File: src/design/ptw_pkg.sv
`default_nettype none

package ptw_pkg;

    // ##################################################
    // Sv32 widths
    // ##################################################

    localparam int VADDR_W  = 32;
    localparam int PADDR_W  = 34;
    localparam int VPN_W    = 10;
    localparam int OFFSET_W = 12;
    localparam int PPN_W    = 22;
    localparam int PTE_W    = 32;

    // ##################################################
    // Page table entry and walk types
    // ##################################################

    // Field order matches the Sv32 bit layout, v in bit 0
    typedef struct packed {
        logic [PPN_W-1:0] ppn;
        logic [1:0]       rsw;
        logic             d;
        logic             a;
        logic             g;
        logic             u;
        logic             x;
        logic             w;
        logic             r;
        logic             v;
    } pte_t;

    typedef enum logic [1:0] {
        ACC_LOAD  = 2'd0,
        ACC_STORE = 2'd1,
        ACC_FETCH = 2'd2
    } access_t;

    // Level 1 is the root table
    typedef enum logic {
        LEVEL_0 = 1'b0,
        LEVEL_1 = 1'b1
    } level_t;

endpackage

`default_nettype wire

File: src/design/ptw_req_queue.sv
`default_nettype none

module ptw_req_queue #(
    parameter int QUEUE_DEPTH = 4
) (
    input  logic                       clk,
    input  logic                       rst,
    input  logic                       flush,
    input  logic                       push,
    input  logic [ptw_pkg::VADDR_W-1:0] push_vaddr,
    input  ptw_pkg::access_t           push_access,
    input  logic                       pop,
    output logic                       full,
    output logic                       head_valid,
    output logic [ptw_pkg::VADDR_W-1:0] head_vaddr,
    output ptw_pkg::access_t           head_access
);
    import ptw_pkg::*;

    localparam int PTR_W = $clog2(QUEUE_DEPTH);

    logic [VADDR_W-1:0] vaddr_mem [QUEUE_DEPTH];
    access_t            access_mem [QUEUE_DEPTH];

    logic [PTR_W-1:0] wr_ptr;
    logic [PTR_W-1:0] rd_ptr;
    logic [PTR_W:0]   count;

    logic do_push;
    logic do_pop;

    assign full       = (count == QUEUE_DEPTH[PTR_W:0]);
    assign head_valid = (count != '0);
    assign do_push    = push && !full;
    assign do_pop     = pop && head_valid;

    assign head_vaddr  = vaddr_mem[rd_ptr];
    assign head_access = access_mem[rd_ptr];

    // Storage
    always_ff @(posedge clk) begin
        if (do_push) begin
            vaddr_mem[wr_ptr]  <= push_vaddr;
            access_mem[wr_ptr] <= push_access;
        end
    end

    // Pointers wrap on their own, depth is a power of two
    always_ff @(posedge clk or negedge rst) begin
        if (!rst) begin
            wr_ptr <= '0;
            rd_ptr <= '0;
            count  <= '0;
        end else if (flush) begin
            wr_ptr <= '0;
            rd_ptr <= '0;
            count  <= '0;
        end else begin
            if (do_push) begin
                wr_ptr <= wr_ptr + 1'b1;
            end
            if (do_pop) begin
                rd_ptr <= rd_ptr + 1'b1;
            end
            case ({do_push, do_pop})
                2'b10:   count <= count + 1'b1;
                2'b01:   count <= count - 1'b1;
                default: count <= count;
            endcase
        end
    end

endmodule

`default_nettype wire

File: src/design/ptw_walker.sv
`default_nettype none

module ptw_walker (
    input  logic                        clk,
    input  logic                        rst,
    input  logic                        flush,
    input  logic [ptw_pkg::PPN_W-1:0]   satp_ppn,
    input  logic                        head_valid,
    input  logic [ptw_pkg::VADDR_W-1:0] head_vaddr,
    input  ptw_pkg::access_t            head_access,
    input  logic                        mem_rvalid,
    input  ptw_pkg::pte_t               mem_rdata,
    input  logic                        descend,
    input  logic                        resp_taken,
    output logic                        pop,
    output logic                        mem_rd,
    output logic [ptw_pkg::PADDR_W-1:0] mem_addr,
    output logic                        pte_strobe,
    output ptw_pkg::pte_t               pte,
    output ptw_pkg::level_t             walk_level,
    output logic [ptw_pkg::VADDR_W-1:0] walk_vaddr,
    output ptw_pkg::access_t            walk_access
);
    import ptw_pkg::*;

    typedef enum logic [1:0] {
        ST_IDLE,
        ST_READ,
        ST_WAIT,
        ST_HOLD
    } state_t;

    state_t           state;
    logic             walk_abort;
    logic [PPN_W-1:0] table_ppn;
    logic [VPN_W-1:0] vpn_sel;

    // ##################################################
    // Outputs
    // ##################################################

    assign pop    = (state == ST_IDLE) && head_valid && !flush;
    assign mem_rd = (state == ST_READ);

    assign vpn_sel = (walk_level == LEVEL_1) ? walk_vaddr[VADDR_W-1 -: VPN_W]
                                             : walk_vaddr[OFFSET_W +: VPN_W];

    // Table page, then the index into it, word aligned
    assign mem_addr = {table_ppn, vpn_sel, 2'b00};

    // Entry goes to the checker in the same cycle it arrives
    assign pte_strobe = (state == ST_WAIT) && mem_rvalid && !walk_abort && !flush;
    assign pte        = mem_rdata;

    // ##################################################
    // Walk FSM
    // ##################################################

    always_ff @(posedge clk or negedge rst) begin
        if (!rst) begin
            state      <= ST_IDLE;
            walk_abort <= 1'b0;
            walk_level <= LEVEL_1;
        end else begin
            case (state)
                ST_IDLE: begin
                    if (pop) begin
                        state      <= ST_READ;
                        walk_level <= LEVEL_1;
                    end
                end
                ST_READ: begin
                    // The read is already out, so a flush has to wait for its data
                    state <= ST_WAIT;
                    if (flush) begin
                        walk_abort <= 1'b1;
                    end
                end
                ST_WAIT: begin
                    if (mem_rvalid) begin
                        if (walk_abort || flush) begin
                            state      <= ST_IDLE;
                            walk_abort <= 1'b0;
                        end else if (descend) begin
                            state      <= ST_READ;
                            walk_level <= LEVEL_0;
                        end else begin
                            state <= ST_HOLD;
                        end
                    end else if (flush) begin
                        walk_abort <= 1'b1;
                    end
                end
                ST_HOLD: begin
                    if (flush || resp_taken) begin
                        state <= ST_IDLE;
                    end
                end
                default: state <= ST_IDLE;
            endcase
        end
    end

    // Request fields and the current table page
    always_ff @(posedge clk) begin
        if (pop) begin
            walk_vaddr  <= head_vaddr;
            walk_access <= head_access;
            table_ppn   <= satp_ppn;
        end else if (pte_strobe && descend) begin
            table_ppn <= mem_rdata.ppn;
        end
    end

endmodule

`default_nettype wire

File: src/design/ptw_pte_check.sv
`default_nettype none

module ptw_pte_check (
    input  logic                        clk,
    input  logic                        rst,
    input  logic                        flush,
    input  logic                        pte_strobe,
    input  ptw_pkg::pte_t               pte,
    input  ptw_pkg::level_t             walk_level,
    input  logic [ptw_pkg::VADDR_W-1:0] walk_vaddr,
    input  ptw_pkg::access_t            walk_access,
    input  logic                        resp_ready,
    output logic                        descend,
    output logic                        resp_taken,
    output logic                        resp_valid,
    output logic [ptw_pkg::VADDR_W-1:0] resp_vaddr,
    output ptw_pkg::pte_t               resp_pte,
    output ptw_pkg::level_t             resp_level,
    output logic                        resp_fault
);
    import ptw_pkg::*;

    logic is_leaf;
    logic perm_fault;
    logic misaligned;
    logic fault;
    logic load_resp;

    assign is_leaf = pte.r || pte.w || pte.x;

    // Pointer to the next table, only possible from the root
    assign descend = pte_strobe && pte.v && !is_leaf && (walk_level == LEVEL_1);

    // ##################################################
    // Fault rules
    // ##################################################

    // Superpage must be 4 MiB aligned
    assign misaligned = is_leaf && (walk_level == LEVEL_1) && (pte.ppn[VPN_W-1:0] != '0);

    always_comb begin
        case (walk_access)
            ACC_LOAD:  perm_fault = !pte.r;
            ACC_STORE: perm_fault = !pte.w || !pte.d;
            ACC_FETCH: perm_fault = !pte.x;
            default:   perm_fault = 1'b1;
        endcase
    end

    assign fault = !pte.v
                || (pte.w && !pte.r)
                || (!is_leaf && (walk_level == LEVEL_0))
                || misaligned
                || perm_fault
                || !pte.a;

    // ##################################################
    // Response register
    // ##################################################

    assign load_resp  = pte_strobe && !descend;
    assign resp_taken = resp_valid && resp_ready;

    always_ff @(posedge clk or negedge rst) begin
        if (!rst) begin
            resp_valid <= 1'b0;
        end else if (flush) begin
            resp_valid <= 1'b0;
        end else if (load_resp) begin
            resp_valid <= 1'b1;
        end else if (resp_taken) begin
            resp_valid <= 1'b0;
        end
    end

    // Held stable until taken, the walker starts nothing new meanwhile
    always_ff @(posedge clk) begin
        if (load_resp) begin
            resp_vaddr <= walk_vaddr;
            resp_pte   <= pte;
            resp_level <= walk_level;
            resp_fault <= fault;
        end
    end

endmodule

`default_nettype wire

File: src/design/ptw_top.sv
`default_nettype none

module ptw_top #(
    parameter int QUEUE_DEPTH = 4
) (
    input  logic                        clk,
    input  logic                        rst,

    input  logic                        req_valid,
    input  logic [ptw_pkg::VADDR_W-1:0] req_vaddr,
    input  ptw_pkg::access_t            req_access,
    output logic                        req_full,

    input  logic [ptw_pkg::PPN_W-1:0]   satp_ppn,
    input  logic                        flush,

    output logic                        mem_rd,
    output logic [ptw_pkg::PADDR_W-1:0] mem_addr,
    input  logic                        mem_rvalid,
    input  ptw_pkg::pte_t               mem_rdata,

    output logic                        resp_valid,
    input  logic                        resp_ready,
    output logic [ptw_pkg::VADDR_W-1:0] resp_vaddr,
    output ptw_pkg::pte_t               resp_pte,
    output ptw_pkg::level_t             resp_level,
    output logic                        resp_fault
);
    import ptw_pkg::*;

    logic               push;
    logic               pop;
    logic               head_valid;
    logic [VADDR_W-1:0] head_vaddr;
    access_t            head_access;

    // Walker to checker
    logic               pte_strobe;
    pte_t               pte;
    level_t             walk_level;
    logic [VADDR_W-1:0] walk_vaddr;
    access_t            walk_access;
    logic               descend;
    logic               resp_taken;

    // Offers while full are dropped here
    assign push = req_valid && !req_full;

    ptw_req_queue #(
        .QUEUE_DEPTH (QUEUE_DEPTH)
    ) i_ptw_req_queue (
        .clk         (clk),
        .rst         (rst),
        .flush       (flush),
        .push        (push),
        .push_vaddr  (req_vaddr),
        .push_access (req_access),
        .pop         (pop),
        .full        (req_full),
        .head_valid  (head_valid),
        .head_vaddr  (head_vaddr),
        .head_access (head_access)
    );

    ptw_walker i_ptw_walker (
        .clk         (clk),
        .rst         (rst),
        .flush       (flush),
        .satp_ppn    (satp_ppn),
        .head_valid  (head_valid),
        .head_vaddr  (head_vaddr),
        .head_access (head_access),
        .mem_rvalid  (mem_rvalid),
        .mem_rdata   (mem_rdata),
        .descend     (descend),
        .resp_taken  (resp_taken),
        .pop         (pop),
        .mem_rd      (mem_rd),
        .mem_addr    (mem_addr),
        .pte_strobe  (pte_strobe),
        .pte         (pte),
        .walk_level  (walk_level),
        .walk_vaddr  (walk_vaddr),
        .walk_access (walk_access)
    );

    ptw_pte_check i_ptw_pte_check (
        .clk         (clk),
        .rst         (rst),
        .flush       (flush),
        .pte_strobe  (pte_strobe),
        .pte         (pte),
        .walk_level  (walk_level),
        .walk_vaddr  (walk_vaddr),
        .walk_access (walk_access),
        .resp_ready  (resp_ready),
        .descend     (descend),
        .resp_taken  (resp_taken),
        .resp_valid  (resp_valid),
        .resp_vaddr  (resp_vaddr),
        .resp_pte    (resp_pte),
        .resp_level  (resp_level),
        .resp_fault  (resp_fault)
    );

endmodule

`default_nettype wire

File: config.mk
export PLATFORM = sky130hd
export DESIGN_NAME = ptw_top
export DESIGN_NICKNAME = d
export VERILOG_FILES = /design/src/design/ptw_pkg.sv /design/src/design/ptw_req_queue.sv /design/src/design/ptw_walker.sv /design/src/design/ptw_pte_check.sv /design/src/design/ptw_top.sv
export SDC_FILE = /design/constraint.sdc
export NUM_CORES = 1
export LEC_CHECK = 0
export BUFFER_PORTS_ARGS = -buffer_cell sky130_fd_sc_hd__buf_2
export CAP_MARGIN = 20
export CORE_ASPECT_RATIO = 1.4
export CORE_MARGIN = 2
export CORE_UTILIZATION = 50
export CTS_CLUSTER_DIAMETER = 200
export DETAILED_ROUTE_END_ITERATION = 8
export PLACE_DENSITY_LB_ADDON = 0.08
export SYNTH_ARGS = -nofsm -noshare
export SYNTH_HDL_FRONTEND = slang
export SYNTH_SLANG_ARGS = --single-unit
export TNS_END_PERCENT = 100
File: constraint.sdc
create_clock -name clk -period 4.8 [get_ports clk]
set_input_delay 0.48 -clock clk [delete_from_list [all_inputs] [get_ports clk]]
set_output_delay 0.48 -clock clk [all_outputs]
set_load 0.02 [all_outputs]
# After elaboration in Yosys (flattened, before gate mapping)
# Memory sizes are Yosys's and may differ from the RTL's. A register that Yosys moved wholly into a read port is not among the register bits.
# Index checks and enable logic that the tools add are counted.
[op_classes]
n_eq_ne = 14
mul = 0
n_bitwise = 1
n_lt_le_gt_ge = 0
mux = 30
add_sub_neg = 4
shifts = 0
n_reduce_logical = 53
div_mod_pow = 0
[ops]
columns = ["operator", "count"]
rows = [
  ["$mux W22", 2],
  ["$logic_and A1 B1 Y1", 18],
  ["$mux W2", 9],
  ["$mux W1", 12],
  ["$logic_not A1 Y1", 11],
  ["$logic_or A1 B1 Y1", 10],
  ["$mux W10", 1],
  ["$reduce_bool A10 Y1", 1],
  ["$reduce_bool A2 Y1", 5],
  ["$reduce_bool A3 Y1", 3],
  ["$eq A2 B2 Y1 const B", 4],
  ["$pmux W2 S4", 1],
  ["$eq A2 B1 Y1 const B", 3],
  ["$ne A2 B2 Y1 const B", 3],
  ["$pmux W3 S2", 1],
  ["$reduce_and A5 Y1", 1],
  ["$add A2 B1 Y2 const B", 2],
  ["$logic_not A2 Y1", 2],
  ["$ne A2 B1 Y1 const B", 2],
  ["$pmux W1 S2", 2],
  ["$add A3 B1 Y3 const B", 1],
  ["$eq A3 B3 Y1 const B", 1],
  ["$mux W3", 1],
  ["$ne A3 B3 Y1 const B", 1],
  ["other kinds (5)", 5],
]
[totals]
elab_cells = 125
regBits = 100
mem_bits_ro = 0
ramBits = 136
input_bits = 94
output_inout_bits = 103
memories = 2
latch_bits = 0
[mem_list]
columns = ["name", "words", "word_bits", "rd", "rd_ports_with_merged_regs", "wr", "line", "text"]
rows = [
  ["i_ptw_req_queue.vaddr_mem", 4, 32, 1, 1, 1, "ptw_req_queue.sv:22", "logic [VADDR_W-1:0] vaddr_mem [QUEUE_DEPTH];"],
  ["i_ptw_req_queue.access_mem", 4, 2, 1, 1, 1, "ptw_req_queue.sv:23", "access_t access_mem [QUEUE_DEPTH];"],
]

# Logic depth before layout (Yosys ltp)
[depth]
depth_word = 11
ltp_mapped = 11
depth_no_buf = 9

# By module
# A second synthesis with hierarchy kept.
[unflattened]
cells_unflattened = 487
area_unflattened_um2 = 10254.8
[by_module_without_submodules]
columns = ["module", "seq_area_each_um2", "n_inst", "area_per_inst_um2", "cells_each"]
rows = [
  ["ptw_req_queue", 4259.1, 1, 5495.3, 244],
  ["ptw_walker", 1783.0, 1, 2601.2, 156],
  ["ptw_pte_check", 2006.9, 1, 2144.6, 86],
  ["ptw_top", 0.0, 1, 13.8, 1],
]

# Least setup slack after synthesis
# OpenSTA, ideal clock, no wires.
[synth_path]
kind = "register to register"
start = "reg i_ptw_walker.state[0]"
end = "reg i_ptw_pte_check.resp_fault (enable)"
stages_incl_launch_ff = 5
setup_slack_ps = 574
t_arrival_ps = 3728
required_ps = 4301
n_path_buf = 1
setup_time_ps = 499
period_less_slack_ps = 4226
cell_sequence = "dfrtp_1 buf_2 nor2_1 nand3_1 nor2b_1"
[synth_between]
elab_chain_len = 9
[synth_rtl]
columns = ["element", "line", "text"]
rows = [
  ["start, declared", "ptw_walker.sv:33", "state_t state;"],
  ["start signal, assigned", "ptw_walker.sv:61", "state <= ST_IDLE;"],
  ["start signal, assigned", "ptw_walker.sv:68", "state <= ST_READ;"],
  ["start signal, assigned", "ptw_walker.sv:74", "state <= ST_WAIT;"],
  ["$eq A2 B2 Y1 (*)", "ptw_walker.sv:52", "assign pte_strobe = (state == ST_WAIT) && mem_rvalid && !walk_abort && !flush;"],
  ["$logic_and A1 B1 Y1 (*) (3 in a row)", "ptw_walker.sv:52", ""],
  ["$logic_and A1 B1 Y1 (3 in a row)", "ptw_pte_check.sv:32", "assign descend = pte_strobe && pte.v && !is_leaf && (walk_level == LEVEL_1);"],
  ["$logic_not A1 Y1", "ptw_pte_check.sv:61", "assign load_resp = pte_strobe && !descend;"],
  ["$logic_and A1 B1 Y1 (*)", "ptw_pte_check.sv:61", ""],
  ["named net i_ptw_pte_check.load_resp", "ptw_pte_check.sv:27", "logic load_resp;"],
  ["end signal, assigned", "ptw_pte_check.sv:82", "resp_fault <= fault;"],
  ["end, declared", "ptw_pte_check.sv:19", "output logic resp_fault"],
]
# The timed path passes the listed nets; every way through them passes the cells marked *.
# A chain may end at the register's enable or synchronous reset.

# Final worst setup path
[layout_path]
start = "reg i_ptw_walker.state[0]"
end = "reg i_ptw_walker.table_ppn[6], data pin"
[layout_between]
elab_chain_len = 4
[layout_rtl]
columns = ["element", "line", "text"]
rows = [
  ["$logic_not A2 Y1", "ptw_walker.sv:42", "assign pop = (state == ST_IDLE) && head_valid && !flush;"],
  ["$logic_and A1 B1 Y1 (2 in a row)", "ptw_walker.sv:42", ""],
  ["$mux W22", "ptw_walker.sv:106", "if (pop) begin"],
  ["end signal, assigned", "ptw_walker.sv:109", "table_ppn <= satp_ppn;"],
  ["end signal, assigned", "ptw_walker.sv:111", "table_ppn <= mem_rdata.ppn;"],
  ["end, declared", "ptw_walker.sv:35", "logic [PPN_W-1:0] table_ppn;"],
]
# Every way passes these cells.

==> flow_metrics.env <==
export IMPL_run_status="complete, no violations"
export IMPL_crit_path_max_incr_delay_ns=0.66
export IMPL_fin_util=0.6184
export IMPL_hold_path_class="primary input to register"
export IMPL_routed_wire_length_per_instance_um=20.71
export IMPL_post_synth_top_area_cell="sky130_fd_sc_hd__edfxtp_1"
export IMPL_layout_worst_path_cycle_share=0.5055
export IMPL_post_synth_main_area_contributors="sky130_fd_sc_hd__edfxtp_1 79%, sky130_fd_sc_hd__mux4_2 7.8%, sky130_fd_sc_hd__mux2_2 3.1%"
export IMPL_die_height_um=170.0
export IMPL_crit_reg2reg_capture="i_ptw_walker.table_ppn[6]"
export IMPL_die_area_um2=20840
export IMPL_h_tree_lvls=1
export IMPL_critical_path_slowest_cell="sky130_fd_sc_hd__buf_4"
export IMPL_drt_total_wl_mm=18.99
export IMPL_seq_area_frac_synth=0.8178
export IMPL_worst_slew_pin_transition_ns=0.9814
export IMPL_finalSetupViolCount=0
export IMPL_synth_most_common_cell="sky130_fd_sc_hd__edfxtp_1"
export IMPL_fmax_mhz=412.1
export IMPL_post_place_cells=870
export IMPL_cts_root_buf="sky130_fd_sc_hd__clkbuf_16"
export IMPL_critPathMaxFanout=57
export IMPL_syn_area_um2=9842
export IMPL_synth_enable_flop_cells=258
export IMPL_drt_pass1_iter_count=4
export IMPL_dr_total_vias=4899
export IMPL_timing_hold_worst_path_depth=1
export IMPL_remaining_drc_errors=0
export IMPL_cp_num_buf_inv=1
export IMPL_fp_row_count=60
export IMPL_layout_area_overhead_vs_synth_pct=21.23
export IMPL_worst_r2r_path_depth=5
export IMPL_dieWidth_um=122.6
export IMPL_routed_via_density=5.342
export IMPL_fin_nets=749
export IMPL_worst_ir_drop_vdd_uv=311.0
export IMPL_syn_instance_count=440
export IMPL_crit_reg2reg_launch="i_ptw_walker.state[0]"
export IMPL_timing_final_crit_period_ns=2.427
export IMPL_cts_resizes=0
export IMPL_synth_seq_cells=270
export IMPL_place_detailed_hpwl_mm=12.12
export IMPL_cp_class="register to register"
export IMPL_grt_first_pass_wirelength_mm=28.20
export IMPL_arrival_ns=2.68
export IMPL_critical_path_startpoint_type="register"
export IMPL_ys_warnings_count=0
export IMPL_grt_start_max_net_pins=58
export IMPL_cts_tree="yes"
export IMPL_placeableCoreArea_um2=19290
export IMPL_grt_util_all_layers=0.1808
export IMPL_end_kind="register"
export IMPL_synth_main_ff_cell="sky130_fd_sc_hd__edfxtp_1"
export IMPL_grt_pass1_vias=5119
export IMPL_place_gp_congestion=0.7663
export IMPL_synthTopCellsByCount="258 x sky130_fd_sc_hd__edfxtp_1, 34 x sky130_fd_sc_hd__mux4_2, 27 x sky130_fd_sc_hd__mux2_2"
export IMPL_pwr_density_cell_nw_per_um2=517.6
export IMPL_clkSinkCount=270
export IMPL_power_leakage_nw=4.223
export IMPL_cts_buffers_inserted=25
export IMPL_setup_tns_final_ns=0
export IMPL_clk_latency_ns=0.50
export IMPL_required_ns=5.05
export IMPL_path_cells="nor2_4 > o31ai_4 > nor2_4 > buf_4 > mux2_2"
export IMPL_floorplan_initialDensity=0.5101
export IMPL_ff2ff_setup_slack_ns=2.37
export IMPL_netlist_area_leader_share=0.7872
export IMPL_initial_antenna_violation_count=3
export IMPL_timing_hold_violations_final=0
export IMPL_post_synth_cell_area_avg_um2=22.37
export IMPL_max_cap_viol_count=0
export IMPL_global_route_overflow_total=0
export IMPL_hold_path_startpoint="mem_rdata[9]"
export IMPL_io_pin_count=197
export IMPL_drt_iter0_markers=319
export IMPL_io_buffers=194
export IMPL_synth_cell_types=48
export IMPL_ys_async_sr_fraction=0.04444
export IMPL_clkTransAtPathRegs_ns=0.06
export IMPL_slew_viol_final=0
export IMPL_timing_slew_headroom=0.3457
export IMPL_post_route_cells_drive_above_1_share=0.4596
export IMPL_fin_cells=917
export IMPL_timing_critical_path_max_delay_family="buffers and inverters"
export IMPL_unrepaired_setup_endpoints_after_global_routing="no"
export IMPL_timing_critical_path_mode_cell="sky130_fd_sc_hd__nor2_4"
export IMPL_timing_clock_skew_ns=0.008250
export IMPL_postRouteAntennaNets=0
export IMPL_min_delay_worst_endpoint="i_ptw_pte_check.resp_pte[9]"
export IMPL_cts_root_to_sink_buffers=3
[cell usage in the layout, fill, tap and decap left out, drive strengths merged, types with 7 or more instances in the layout]
cell,instances
edfxtp,258
buf,198
mux4,34
clkbuf,34
mux2,32
nor2,11
dfrtp,11
nand3,8
a21oi,8
nand2,7
[worst reg2reg max path, delay by kind of cell (launching register included)]
family	cells	cell delay, ns
compound gates	1	0.19
buf+inv	1	0.66
flops	1	0.48
mux	1	0.45
simple gates	2	0.40
[logic make-up after synthesis]
kind of cell    count (synthesis)  synth area share
simple gates                   45           0.02543
flops                         270            0.8178
other cells                     1         0.0003810
compound gates                 26           0.01920
xor+xnor                        4          0.003560
fa+ha+maj                       5          0.007120
mux                            66            0.1144
buf+inv                        23           0.01208
[state kept, by name, summed over array words and instances (netlist names), 3 cells and up]
| signal | count |
|---|---|
| i_ptw_req_queue.count | 3 |
| i_ptw_pte_check.resp_pte | 32 |
| i_ptw_req_queue.access_mem | 8 |
| i_ptw_walker.walk_vaddr | 32 |
| i_ptw_walker.table_ppn | 22 |
| i_ptw_pte_check.resp_vaddr | 32 |
| i_ptw_req_queue.vaddr_mem | 128 |
[timing repair]
item                                   CTS  global route
hold buffers                             1             0
setup buffers                            0             0
endpoints found under the hold margin   11             0
[per-stage QoR]
step | hold WS (ns) | setup slack, ns | cell area (µm²) | total power (W)
6_report | 0.1495 | 2.373 | 11930 | 0.006176
5_1_grt | 0.1251 | 2.188 | 11930 | 0.006438
4_1_cts | 0.1297 | 2.342 | 11930 | 0.006258
3_5_place_dp | 0.3812 | 2.149 | 11090 | 0.004262
3_3_place_gp | 0.3777 | 2.223 | 11070 | 0.004211
2_1_floorplan | 0.1844 | 0.5736 | 9846 | 0.003878
[where the power goes]
group,switching (W),internal (W),total (W)
Combinational,0.000613,0.000410,0.00102
Sequential,0.000164,0.00300,0.00316
Clock,0.000798,0.00119,0.00199
[how the worst max path moves through the flow]
stage | startpoint | end | slack (ns) | cells past startpoint
6_report | i_ptw_walker.state[0] | i_ptw_walker.table_ppn[6] | 2.37 | 5
4_1_cts | i_ptw_walker.state[0] | i_ptw_pte_check.resp_pte[22] | 2.34 | 4
3_5_place_dp | flush | i_ptw_pte_check.resp_vaddr[19] | 2.15 | 5
5_1_grt | i_ptw_walker.state[0] | i_ptw_pte_check.resp_pte[9] | 2.19 | 4
2_1_floorplan | i_ptw_walker.state[0] | i_ptw_pte_check.resp_fault | 0.57 | 4
3_3_place_gp | flush | i_ptw_pte_check.resp_vaddr[15] | 2.22 | 5
[layout make-up]
type,count,area (µm²)
diodes,1,2.502
inverters,6,22.52
well taps,248,310.3
clock buffers,34,669.4
clock inverters,11,160.2
repair buffers,199,1018
fillers,1383,7362
multi-input cells,148,1697
flip-flops and latches,270,8051
[routing by layer]
metal,vias up,wire length (µm),global-route usage,share of wire
met5,-,16,0,0.00084
met4,2,352,0.05097,0.019
met3,28,1534,0.04625,0.081
met2,199,9972,0.3280,0.53
met1,2450,7112,0.2102,0.37
li1,2220,-,-,-
No activity file was read; power rests on OpenSTA's default activity.
